[src/logic/motor_ctrl_pkg.sv]
/*
 * motor controller register core package
 * bus widths, address map and the two views of a register address
 */
package motor_ctrl_pkg;

    // ------------------------------------------------------------
    // widths
    // ------------------------------------------------------------
    localparam int REG_AW   = 16;           // host register address
    localparam int REG_DW   = 32;           // host register data
    localparam int SAMPLE_W = 16;           // adc / dac word, offset binary

    localparam logic [SAMPLE_W-1:0] MIDSCALE = 16'h8000;   // zero current

    // ------------------------------------------------------------
    // address map
    // ------------------------------------------------------------
    localparam logic [3:0] AREA_MAIN = 4'd0;    // board + axis channels
    localparam logic [3:0] AREA_HUB  = 4'd1;    // hub register area

    // offsets inside an axis channel
    localparam logic [3:0] OFF_ADC_DATA = 4'd0;     // pot / cur feedback
    localparam logic [3:0] OFF_DAC_CTRL = 4'd1;     // current command

    // offset inside channel 0
    localparam logic [3:0] OFF_BOARD_STATUS = 4'd0; // status / control word

    // register address word
    // main area splits into channel and offset
    // hub area uses a flat 4-bit index
    typedef union packed {
        struct packed {
            logic [3:0] area;
            logic [3:0] rsvd;
            logic [3:0] chan;       // 0 board, 1..NUM_AXES axes
            logic [3:0] offset;
        } main;
        struct packed {
            logic [3:0] area;
            logic [7:0] rsvd;
            logic [3:0] index;      // hub word
        } hub;
    } reg_addr_t;

endpackage

[src/logic/adc_feedback_regs.sv]
/*
 * adc feedback capture
 * latches pot and current words of every axis on the sample strobe
 */
`timescale 1ns/100ps

module adc_feedback_regs #(
    parameter int NUM_AXES = 4
) (
    input  logic                                          sysclk,
    input  logic                                          rst_n,
    input  logic                                          adc_valid,
    input  logic [NUM_AXES-1:0][motor_ctrl_pkg::SAMPLE_W-1:0] pot_fb,
    input  logic [NUM_AXES-1:0][motor_ctrl_pkg::SAMPLE_W-1:0] cur_fb,
    input  logic [motor_ctrl_pkg::REG_AW-1:0]             reg_raddr,
    output logic [motor_ctrl_pkg::REG_DW-1:0]             rdata_adc,
    output logic [NUM_AXES-1:0][motor_ctrl_pkg::SAMPLE_W-1:0] cur_latched,
    output logic                                          sample_valid
);
    import motor_ctrl_pkg::*;

    reg_addr_t                         ra;
    logic [NUM_AXES-1:0][SAMPLE_W-1:0] pot_latched;

    assign ra = reg_raddr;

    always_ff @(posedge sysclk or negedge rst_n) begin
        if (!rst_n) begin
            pot_latched  <= '0;
            cur_latched  <= '0;
            sample_valid <= 1'b0;
        end else begin
            sample_valid <= adc_valid;      // latched words valid from here
            if (adc_valid) begin
                pot_latched <= pot_fb;
                cur_latched <= cur_fb;
            end
        end
    end

    // pot high half, current low half
    always_comb begin
        rdata_adc = '0;
        for (int a = 0; a < NUM_AXES; a++)
            if (ra.main.chan == 4'(a + 1))
                rdata_adc = {pot_latched[a], cur_latched[a]};
    end

endmodule

[src/logic/board_status_regs.sv]
/*
 * board status / control, channel 0
 * amplifier enables, safety clear pulses and the status word
 */
`timescale 1ns/100ps

module board_status_regs #(
    parameter int NUM_AXES = 4
) (
    input  logic                              sysclk,
    input  logic                              rst_n,
    input  logic [3:0]                        board_id,
    input  logic [NUM_AXES-1:0]               amp_fault,     // from amplifiers
    input  logic [NUM_AXES-1:0]               fault,         // from safety checks
    input  logic                              reg_wen,
    input  logic [motor_ctrl_pkg::REG_AW-1:0] reg_waddr,
    input  logic [motor_ctrl_pkg::REG_DW-1:0] reg_wdata,
    output logic [motor_ctrl_pkg::REG_DW-1:0] rdata_board,
    output logic [NUM_AXES-1:0]               safety_clear,
    output logic [NUM_AXES-1:0]               amp_disable
);
    import motor_ctrl_pkg::*;

    reg_addr_t           wa;
    logic                stat_wr;       // write to channel 0 status word
    logic [NUM_AXES-1:0] amp_en;        // host enables
    logic [15:0]         en_x;          // padded copies for the 4-bit fields
    logic [15:0]         dis_x;
    logic [15:0]         flt_x;
    logic [15:0]         afl_x;

    assign wa = reg_waddr;
    assign stat_wr = reg_wen && wa.main.area == AREA_MAIN && wa.main.chan == 4'd0
                     && wa.main.offset == OFF_BOARD_STATUS;

    // one pulse per set bit in 7:4, same cycle as the write
    assign safety_clear = {NUM_AXES{stat_wr}} & reg_wdata[4 +: NUM_AXES];

    // ------------------------------------------------------------
    // enables and registered disables
    // ------------------------------------------------------------
    always_ff @(posedge sysclk or negedge rst_n) begin
        if (!rst_n) begin
            amp_en      <= '0;
            amp_disable <= '1;                      // amplifiers off out of reset
        end else begin
            if (stat_wr)
                amp_en <= reg_wdata[NUM_AXES-1:0];
            amp_disable <= ~amp_en | fault;         // one cycle behind en / fault
        end
    end

    assign en_x  = 16'(amp_en);
    assign dis_x = 16'(amp_disable);
    assign flt_x = 16'(fault);
    assign afl_x = 16'(amp_fault);

    // id | disable | fault | amp fault | ... | enable
    assign rdata_board = {board_id, dis_x[3:0], flt_x[3:0], afl_x[3:0],
                          12'h000, en_x[3:0]};

endmodule

[src/logic/dac_cmd_regs.sv]
/*
 * dac current command registers
 * one offset-binary command per axis, with readback
 */
`timescale 1ns/100ps

module dac_cmd_regs #(
    parameter int NUM_AXES = 4
) (
    input  logic                                          sysclk,
    input  logic                                          rst_n,
    input  logic                                          reg_wen,
    input  logic [motor_ctrl_pkg::REG_AW-1:0]             reg_waddr,
    input  logic [motor_ctrl_pkg::REG_DW-1:0]             reg_wdata,
    input  logic [motor_ctrl_pkg::REG_AW-1:0]             reg_raddr,
    output logic [motor_ctrl_pkg::REG_DW-1:0]             rdata_dac,
    output logic [NUM_AXES-1:0][motor_ctrl_pkg::SAMPLE_W-1:0] dac_cmd
);
    import motor_ctrl_pkg::*;

    reg_addr_t wa;
    reg_addr_t ra;
    logic      dac_wr;          // write to some channel's dac offset

    assign wa = reg_waddr;
    assign ra = reg_raddr;
    assign dac_wr = reg_wen && wa.main.area == AREA_MAIN && wa.main.offset == OFF_DAC_CTRL;

    // channel a+1 holds axis a
    always_ff @(posedge sysclk or negedge rst_n) begin
        if (!rst_n) begin
            dac_cmd <= {NUM_AXES{MIDSCALE}};        // zero current
        end else begin
            for (int a = 0; a < NUM_AXES; a++)
                if (dac_wr && wa.main.chan == 4'(a + 1))
                    dac_cmd[a] <= reg_wdata[SAMPLE_W-1:0];
        end
    end

    // readback, 0 for channels with no axis
    always_comb begin
        rdata_dac = '0;
        for (int a = 0; a < NUM_AXES; a++)
            if (ra.main.chan == 4'(a + 1))
                rdata_dac = {{(REG_DW - SAMPLE_W){1'b0}}, dac_cmd[a]};
    end

    a_wen_known: assert property (@(posedge sysclk) disable iff (!rst_n)
        !$isunknown(reg_wen))
        else $error("reg_wen unknown out of reset");

endmodule

[src/logic/hub_reg_file.sv]
/*
 * hub register area
 * 16 read/write words, combinational readback
 */
`timescale 1ns/100ps

module hub_reg_file (
    input  logic                              sysclk,
    input  logic                              rst_n,
    input  logic                              reg_wen,
    input  logic [motor_ctrl_pkg::REG_AW-1:0] reg_waddr,
    input  logic [motor_ctrl_pkg::REG_DW-1:0] reg_wdata,
    input  logic [motor_ctrl_pkg::REG_AW-1:0] reg_raddr,
    output logic [motor_ctrl_pkg::REG_DW-1:0] rdata_hub
);
    import motor_ctrl_pkg::*;

    reg_addr_t         wa;              // write address, hub view
    reg_addr_t         ra;              // read address, hub view
    logic [REG_DW-1:0] hub_mem [0:15];

    assign wa = reg_waddr;
    assign ra = reg_raddr;

    always_ff @(posedge sysclk or negedge rst_n) begin
        if (!rst_n) begin
            for (int i = 0; i < 16; i++)
                hub_mem[i] <= '0;
        end else if (reg_wen && wa.hub.area == AREA_HUB) begin
            hub_mem[wa.hub.index] <= reg_wdata;     // write lands at the pulse edge
        end
    end

    assign rdata_hub = hub_mem[ra.hub.index];       // mux checks the area

endmodule

[src/logic/motor_ctrl_top.sv]
/*
 * four-axis motor controller register core
 * hub area, dac commands, adc capture, safety checks and board status
 */
`timescale 1ns/100ps

module motor_ctrl_top #(
    parameter int NUM_AXES = 4,
    parameter int SAFETY_COUNT = 4,
    parameter logic [motor_ctrl_pkg::SAMPLE_W-1:0] SAFETY_MARGIN = 16'h0100
) (
    input  logic                                          sysclk,
    input  logic                                          rst_n,
    input  logic [3:0]                                    board_id,   // rotary switch
    // host register bus
    input  logic                                          reg_wen,
    input  logic [motor_ctrl_pkg::REG_AW-1:0]             reg_waddr,
    input  logic [motor_ctrl_pkg::REG_DW-1:0]             reg_wdata,
    input  logic [motor_ctrl_pkg::REG_AW-1:0]             reg_raddr,
    output logic [motor_ctrl_pkg::REG_DW-1:0]             reg_rdata,
    // converters, parallel words
    input  logic                                          adc_valid,
    input  logic [NUM_AXES-1:0][motor_ctrl_pkg::SAMPLE_W-1:0] pot_fb,
    input  logic [NUM_AXES-1:0][motor_ctrl_pkg::SAMPLE_W-1:0] cur_fb,
    output logic [NUM_AXES-1:0][motor_ctrl_pkg::SAMPLE_W-1:0] dac_cmd,
    // amplifiers
    input  logic [NUM_AXES-1:0]                           amp_fault,
    output logic [NUM_AXES-1:0]                           amp_disable
);
    import motor_ctrl_pkg::*;

    // ------------------------------------------------------------
    // local wires
    // ------------------------------------------------------------
    logic [REG_DW-1:0] rdata_hub;       // per-block read words
    logic [REG_DW-1:0] rdata_board;
    logic [REG_DW-1:0] rdata_adc;
    logic [REG_DW-1:0] rdata_dac;

    logic [NUM_AXES-1:0][SAMPLE_W-1:0] cur_latched;    // held feedback current
    logic                              sample_valid;   // adc_valid, one cycle later
    logic [NUM_AXES-1:0]               fault;          // latched overcurrent
    logic [NUM_AXES-1:0]               safety_clear;   // per-axis clear pulse

    reg_read_mux u_read_mux (
        .sysclk      (sysclk),
        .rst_n       (rst_n),
        .reg_raddr   (reg_raddr),
        .rdata_hub   (rdata_hub),
        .rdata_board (rdata_board),
        .rdata_adc   (rdata_adc),
        .rdata_dac   (rdata_dac),
        .reg_rdata   (reg_rdata)        // out: registered read word
    );

    hub_reg_file u_hub (
        .sysclk    (sysclk),
        .rst_n     (rst_n),
        .reg_wen   (reg_wen),
        .reg_waddr (reg_waddr),
        .reg_wdata (reg_wdata),
        .reg_raddr (reg_raddr),
        .rdata_hub (rdata_hub)
    );

    dac_cmd_regs #(.NUM_AXES(NUM_AXES)) u_dac (
        .sysclk    (sysclk),
        .rst_n     (rst_n),
        .reg_wen   (reg_wen),
        .reg_waddr (reg_waddr),
        .reg_wdata (reg_wdata),
        .reg_raddr (reg_raddr),
        .rdata_dac (rdata_dac),
        .dac_cmd   (dac_cmd)            // out: current commands
    );

    adc_feedback_regs #(.NUM_AXES(NUM_AXES)) u_adc (
        .sysclk       (sysclk),
        .rst_n        (rst_n),
        .adc_valid    (adc_valid),
        .pot_fb       (pot_fb),
        .cur_fb       (cur_fb),
        .reg_raddr    (reg_raddr),
        .rdata_adc    (rdata_adc),
        .cur_latched  (cur_latched),
        .sample_valid (sample_valid)
    );

    // channel 0
    board_status_regs #(.NUM_AXES(NUM_AXES)) u_board (
        .sysclk       (sysclk),
        .rst_n        (rst_n),
        .board_id     (board_id),
        .amp_fault    (amp_fault),
        .fault        (fault),
        .reg_wen      (reg_wen),
        .reg_waddr    (reg_waddr),
        .reg_wdata    (reg_wdata),
        .rdata_board  (rdata_board),
        .safety_clear (safety_clear),
        .amp_disable  (amp_disable)
    );

    // ------------------------------------------------------------
    // safety check, feedback current against twice the command
    // ------------------------------------------------------------
    for (genvar a = 0; a < NUM_AXES; a++) begin : g_safe
        safety_check #(
            .SAFETY_COUNT  (SAFETY_COUNT),
            .SAFETY_MARGIN (SAFETY_MARGIN)
        ) u_safe (
            .sysclk       (sysclk),
            .rst_n        (rst_n),
            .cur_fb       (cur_latched[a]),
            .cur_cmd      (dac_cmd[a]),
            .sample_valid (sample_valid),
            .clear        (safety_clear[a]),
            .fault        (fault[a])
        );
    end

endmodule

[src/logic/reg_read_mux.sv]
/*
 * register read mux
 * picks hub, board, adc or dac word by read address and registers it
 */
`timescale 1ns/100ps

module reg_read_mux (
    input  logic                              sysclk,
    input  logic                              rst_n,
    input  logic [motor_ctrl_pkg::REG_AW-1:0] reg_raddr,
    input  logic [motor_ctrl_pkg::REG_DW-1:0] rdata_hub,
    input  logic [motor_ctrl_pkg::REG_DW-1:0] rdata_board,
    input  logic [motor_ctrl_pkg::REG_DW-1:0] rdata_adc,
    input  logic [motor_ctrl_pkg::REG_DW-1:0] rdata_dac,
    output logic [motor_ctrl_pkg::REG_DW-1:0] reg_rdata
);
    import motor_ctrl_pkg::*;

    reg_addr_t         ra;          // read address, main view used here
    logic [REG_DW-1:0] rdata_sel;   // selected word before the register

    assign ra = reg_raddr;

    // area first, then channel 0 vs axis, then offset
    always_comb begin
        rdata_sel = '0;                             // unmapped reads give 0
        if (ra.main.area == AREA_HUB) begin
            rdata_sel = rdata_hub;
        end else if (ra.main.area == AREA_MAIN) begin
            if (ra.main.chan == 4'd0) begin
                if (ra.main.offset == OFF_BOARD_STATUS)
                    rdata_sel = rdata_board;
            end else if (ra.main.offset == OFF_ADC_DATA) begin
                rdata_sel = rdata_adc;              // 0 above NUM_AXES
            end else if (ra.main.offset == OFF_DAC_CTRL) begin
                rdata_sel = rdata_dac;
            end
        end
    end

    // data shows one cycle after the address
    always_ff @(posedge sysclk or negedge rst_n) begin
        if (!rst_n)
            reg_rdata <= '0;
        else
            reg_rdata <= rdata_sel;
    end

    // host must always present a defined area
    a_area_known: assert property (@(posedge sysclk) disable iff (!rst_n)
        !$isunknown(ra.main.area))
        else $error("read address area unknown");

endmodule

[src/logic/safety_check.sv]
/*
 * per-axis overcurrent monitor
 * trips after SAFETY_COUNT consecutive samples above twice the command
 */
`timescale 1ns/100ps

module safety_check #(
    parameter int SAFETY_COUNT = 4,
    parameter logic [motor_ctrl_pkg::SAMPLE_W-1:0] SAFETY_MARGIN = 16'h0100
) (
    input  logic                                sysclk,
    input  logic                                rst_n,
    input  logic [motor_ctrl_pkg::SAMPLE_W-1:0] cur_fb,       // latched feedback
    input  logic [motor_ctrl_pkg::SAMPLE_W-1:0] cur_cmd,      // dac command
    input  logic                                sample_valid,
    input  logic                                clear,
    output logic                                fault
);
    import motor_ctrl_pkg::*;

    localparam int CW = $clog2(SAFETY_COUNT + 1);

    logic [SAMPLE_W-1:0] mag_fb;
    logic [SAMPLE_W-1:0] mag_cmd;
    logic [SAMPLE_W+1:0] limit;         // 2*|cmd| + margin, no overflow
    logic                over;
    logic [CW-1:0]       over_cnt;      // consecutive over-limit samples

    // distance from midscale
    function automatic logic [SAMPLE_W-1:0] mag_of(input logic [SAMPLE_W-1:0] v);
        return (v >= MIDSCALE) ? v - MIDSCALE : MIDSCALE - v;
    endfunction

    assign mag_fb  = mag_of(cur_fb);
    assign mag_cmd = mag_of(cur_cmd);
    assign limit   = {1'b0, mag_cmd, 1'b0} + {2'b00, SAFETY_MARGIN};
    assign over    = {2'b00, mag_fb} > limit;

    // ------------------------------------------------------------
    // counter and trip latch
    // ------------------------------------------------------------
    always_ff @(posedge sysclk or negedge rst_n) begin
        if (!rst_n) begin
            over_cnt <= '0;
            fault    <= 1'b0;
        end else if (clear) begin
            over_cnt <= '0;                 // clear wins over a sample
            fault    <= 1'b0;
        end else if (sample_valid) begin
            if (!over) begin
                over_cnt <= '0;             // in-limit breaks the run
            end else begin
                if (over_cnt != CW'(SAFETY_COUNT))
                    over_cnt <= over_cnt + 1'b1;    // saturate at the trip count
                if (over_cnt >= CW'(SAFETY_COUNT - 1))
                    fault <= 1'b1;
            end
        end
    end

    // only the board clear pulse releases a trip
    a_fault_hold: assert property (@(posedge sysclk) disable iff (!rst_n)
        $fell(fault) |-> $past(clear))
        else $error("fault dropped without clear");

endmodule

[config.mk]
export PLATFORM = sky130hd
export DESIGN_NAME = motor_ctrl_top
export DESIGN_NICKNAME = d
export VERILOG_FILES = /design/src/logic/motor_ctrl_pkg.sv /design/src/logic/adc_feedback_regs.sv /design/src/logic/board_status_regs.sv /design/src/logic/dac_cmd_regs.sv /design/src/logic/hub_reg_file.sv /design/src/logic/motor_ctrl_top.sv /design/src/logic/reg_read_mux.sv /design/src/logic/safety_check.sv
export SDC_FILE = /design/constraint.sdc
export NUM_CORES = 2
export LEC_CHECK = 0
export ABC_CLOCK_PERIOD_IN_PS = 13000
export BUFFER_PORTS_ARGS = -buffer_cell sky130_fd_sc_hd__clkbuf_2
export CORE_MARGIN = 2
export CORE_UTILIZATION = 25
export DETAILED_ROUTE_END_ITERATION = 8
export HOLD_SLACK_MARGIN = 0.02
export SYNTH_ARGS = -nofsm -noshare
export SYNTH_HDL_FRONTEND = slang
export SYNTH_SLANG_ARGS = --single-unit
[constraint.sdc]
create_clock -name sysclk -period 13 [get_ports sysclk]
set_input_delay 2.6 -clock sysclk [delete_from_list [all_inputs] [get_ports sysclk]]
set_output_delay 2.6 -clock sysclk [all_outputs]
set_load 0.03 [all_outputs]
==> impl_metrics.py <==
metrics = {
    "run_status": {
        "status": "completed",
    },
    "placed_design": {
        "dpl_cell_area_um2": 42400,
        "io_buffers": 295,
        "dp_cells": 5129,
        "hpwl_um": 80180,
        "gp_congestion": 0.9150,
        "place_ws_ns": 6.398,
    },
    "power_and_ir_drop": {
        "p_leak_nw": 20.56,
        "cellPowerDensity_nw_per_um2": 124.0,
        "total_power_mw": 5.609,
        "irDropWorstVdd_mv": 0.08408,
    },
    "layout": {
        "n_fill_cell": 15620,
        "syn2layout_area_growth_pct": 16.63,
        "drive_gt1_share_pct": 43.37,
        "fin_nets": 3458,
        "finalInstanceArea_um2": 45230,
        "stdcell_count": 5286,
    },
    "global_route": {
        "grt_use_total_pct": 14.88,
        "antenna_found_initial": 16,
        "grt_pass1_wl_um": 176600,
        "grt_pass1_vias": 26050,
        "grt-ovfl-total": 0,
        "grt_max_degree": 179,
    },
    "clock_network": {
        "tritoncts": "yes",
        "clkLatencyLatePin_ns": 0.67,
        "htree_levels": 3,
        "ctsResizeCount": 0,
        "cts_hold_buf": 0,
        "ctsRootBufferMaster": "clkbuf_16",
        "cts.sinks": 761,
        "clock_path_buffers": 3,
        "post_cts_buffers": 0,
        "path_clk_slew_ns": 0.06,
        "cts_buffers": 83,
    },
    "worst_setup_path": {
        "crit_slowest_cell": "buf_4",
        "cp_cell_sequence": "clkbuf_8, buf_4, buf_4, nor4_2, buf_4, nand2_1, o22ai_1",
        "critical_path_class": "input pin to register",
        "crit_arrival_ns": 6.32,
        "required_ns": 13.42,
        "path_max_fanout": 50,
        "critPathMaxStageDelay_ns": 0.92,
        "cp-end-kind": "register",
        "cpMostUsedCell": "buf_4",
        "critPathLaunchType": "input pin",
    },
    "synthesis": {
        "async_flop_share_pct": 100.0,
        "avgSynthCellArea_um2": 13.03,
        "synthTopCellsByArea": "dfrtp_1 49%, mux2_2 21%, mux4_2 9.3%",
        "yosys_warnings": 0,
        "syn-cell-area_um2": 38780,
        "synthTopCellsByCount": "753 x dfrtp_1, 732 x mux2_2, 160 x mux4_2",
        "ys_ff_latch": 761,
        "yosysMostFrequentCell": "dfrtp_1",
        "yosys.area.top_type": "dfrtp_1",
        "syn_nets": 3265,
        "syn_inst": 2977,
        "synth_ff_type": "dfrtp_1",
        "synth.distinct_cells": 67,
        "synth-seq-area-share_pct": 49.14,
        "synthDominantCellAreaShare_pct": 48.59,
        "synth_edf_count": 0,
    },
    "routing": {
        "ant_nets": 0,
        "vias": 26000,
        "drc": 0,
        "routed_wl_um": 120400,
        "post_drt_wl_per_cell_um": 22.77,
        "first_iter_violations": 2383,
        "vias_per_cell": 4.919,
        "firstDrtPassIters": 6,
    },
    "sta": {
        "rsz0062_at_grt": "no",
        "fin_skew_ns": 0.02550,
        "tightest_slew_ns": 1.129,
        "period_share_pct": 45.43,
        "fmax_mhz": 169.3,
        "finalSetupTns_ns": 0,
        "finalHoldViolations": 0,
        "setup_viol": 0,
        "worst_slack_ns": 7.094,
        "final.min_clock_period_ns": 5.906,
        "drv_slew": 0,
        "slew-limit-headroom_pct": 24.13,
    },
    "hold_path": {
        "min_path_type": "register to register",
    },
    "job": {
        "maxCapViolCount": 0,
    },
    "floorplan": {
        "ios": 304,
        "die_w_um": 397.8,
        "initial_core_util_pct": 25.17,
        "die_area_um2": 158300,
        "die_y_um": 397.8,
        "coreArea_um2": 154000,
        "core.rowCount": 144,
    },
}
state kept, by name, indices dropped and copies added, names as in the netlist:
signal and count:
u_hub.hub_mem 512, u_adc.cur_latched 64, u_adc.pot_latched 64, u_dac.dac_cmd 64
u_read_mux.reg_rdata 32, g_safe.u_safe.over_cnt 12, g_safe.u_safe.fault 4, u_board.amp_disable 4
u_board.amp_en 4, u_adc.sample_valid 1
per-layer routing:
metal	vias up	wire length, um	GRT usage (%)
met2	738	55110	23.11
met3	182	7119	2.847
li1	11350	-	-
met5	-	114	0
met4	18	2923	4.282
met1	13710	55090	21.01
worst paths after layout:
| kind | slack [ns] | depth (start not counted) | from | end |
|---|---|---|---|---|
| max | 7.09 | 7 | reg_raddr[0] | u_read_mux.reg_rdata[19] |
| min | 0.49 | 1 | u_board.amp_en[2] | u_board.amp_disable[2] |
| max reg2reg | 7.93 | 19 | u_dac.dac_cmd[21] | g_safe[1].u_safe.over_cnt[1] |
| min reg2reg | 0.49 | 1 | u_board.amp_en[2] | u_board.amp_disable[2] |
| max in group asynchronous | 8.71 | 3 | rst_n | u_hub.hub_mem[180] |
| min in group asynchronous | 1.98 | 1 | rst_n | u_hub.hub_mem[186] |
cell families after synthesis:
logic type | after synthesis | share of synthesized area, %
AO/OA/AOI/OAI | 343 | 5.718
XOR/XNOR | 127 | 2.868
adder cells (fa/ha/maj) | 84 | 2.710
buffers and inverters | 313 | 3.130
flip-flops | 761 | 49.14
multiplexers | 901 | 30.78
AND/OR/NAND/NOR | 448 | 5.656
critical path, delay by kind of cell:
| kind | cells | cell delay, ns |
|---|---|---|
| compound gates | 1 | 0.45 |
| simple gates | 2 | 0.80 |
| buf+inv | 4 | 2.39 |
layout make-up:
cell class	count	area [um^2]	area share, %
timing repair buffer	338	1856	4.103
inverter	83	311.5	0.6889
clock buffer	119	2382	5.267
sequential	761	19050	42.13
tap	2044	2557	5.655
clock inverter	31	425.4	0.9406
multi-input combinational	1903	18620	41.18
antenna	7	17.52	0.03873
report_power, final:
part	leakage, nW	internal [mW]	switching [mW]
clock network	1.36	1.41	1.03
logic	9.00	0.275	0.315
registers	10.2	2.49	0.0946
cells in the final DEF, fill, tap and decap left out, drive strengths merged, types with 31 or more instances in the layout:
master | netlist | routed
ha | 84 | 84
a21oi | 79 | 79
mux2 | 732 | 732
buf | 76 | 47
xor2 | 63 | 63
a31oi | 31 | 31
mux4 | 160 | 160
nor3 | 38 | 38
dfrtp | 753 | 753
xnor2 | 64 | 64
a22oi | 45 | 45
nand3 | 31 | 31
o22ai | 31 | 31
clkbuf | 154 | 410
nor2 | 139 | 139
o21ai | 74 | 74
inv | 82 | 87
nand2 | 105 | 105
metrics by stage:
step | utilization (%) | hold WS (ns)
after floorplan | - | 0.3965
after global placement | 27.53 | 0.4821
after detailed placement | 27.53 | 0.4887
after CTS | 29.35 | 0.5034
after global routing | 29.35 | 0.5112
final | 29.36 | 0.4947
Note: power is estimated with default switching activity, not from simulation.
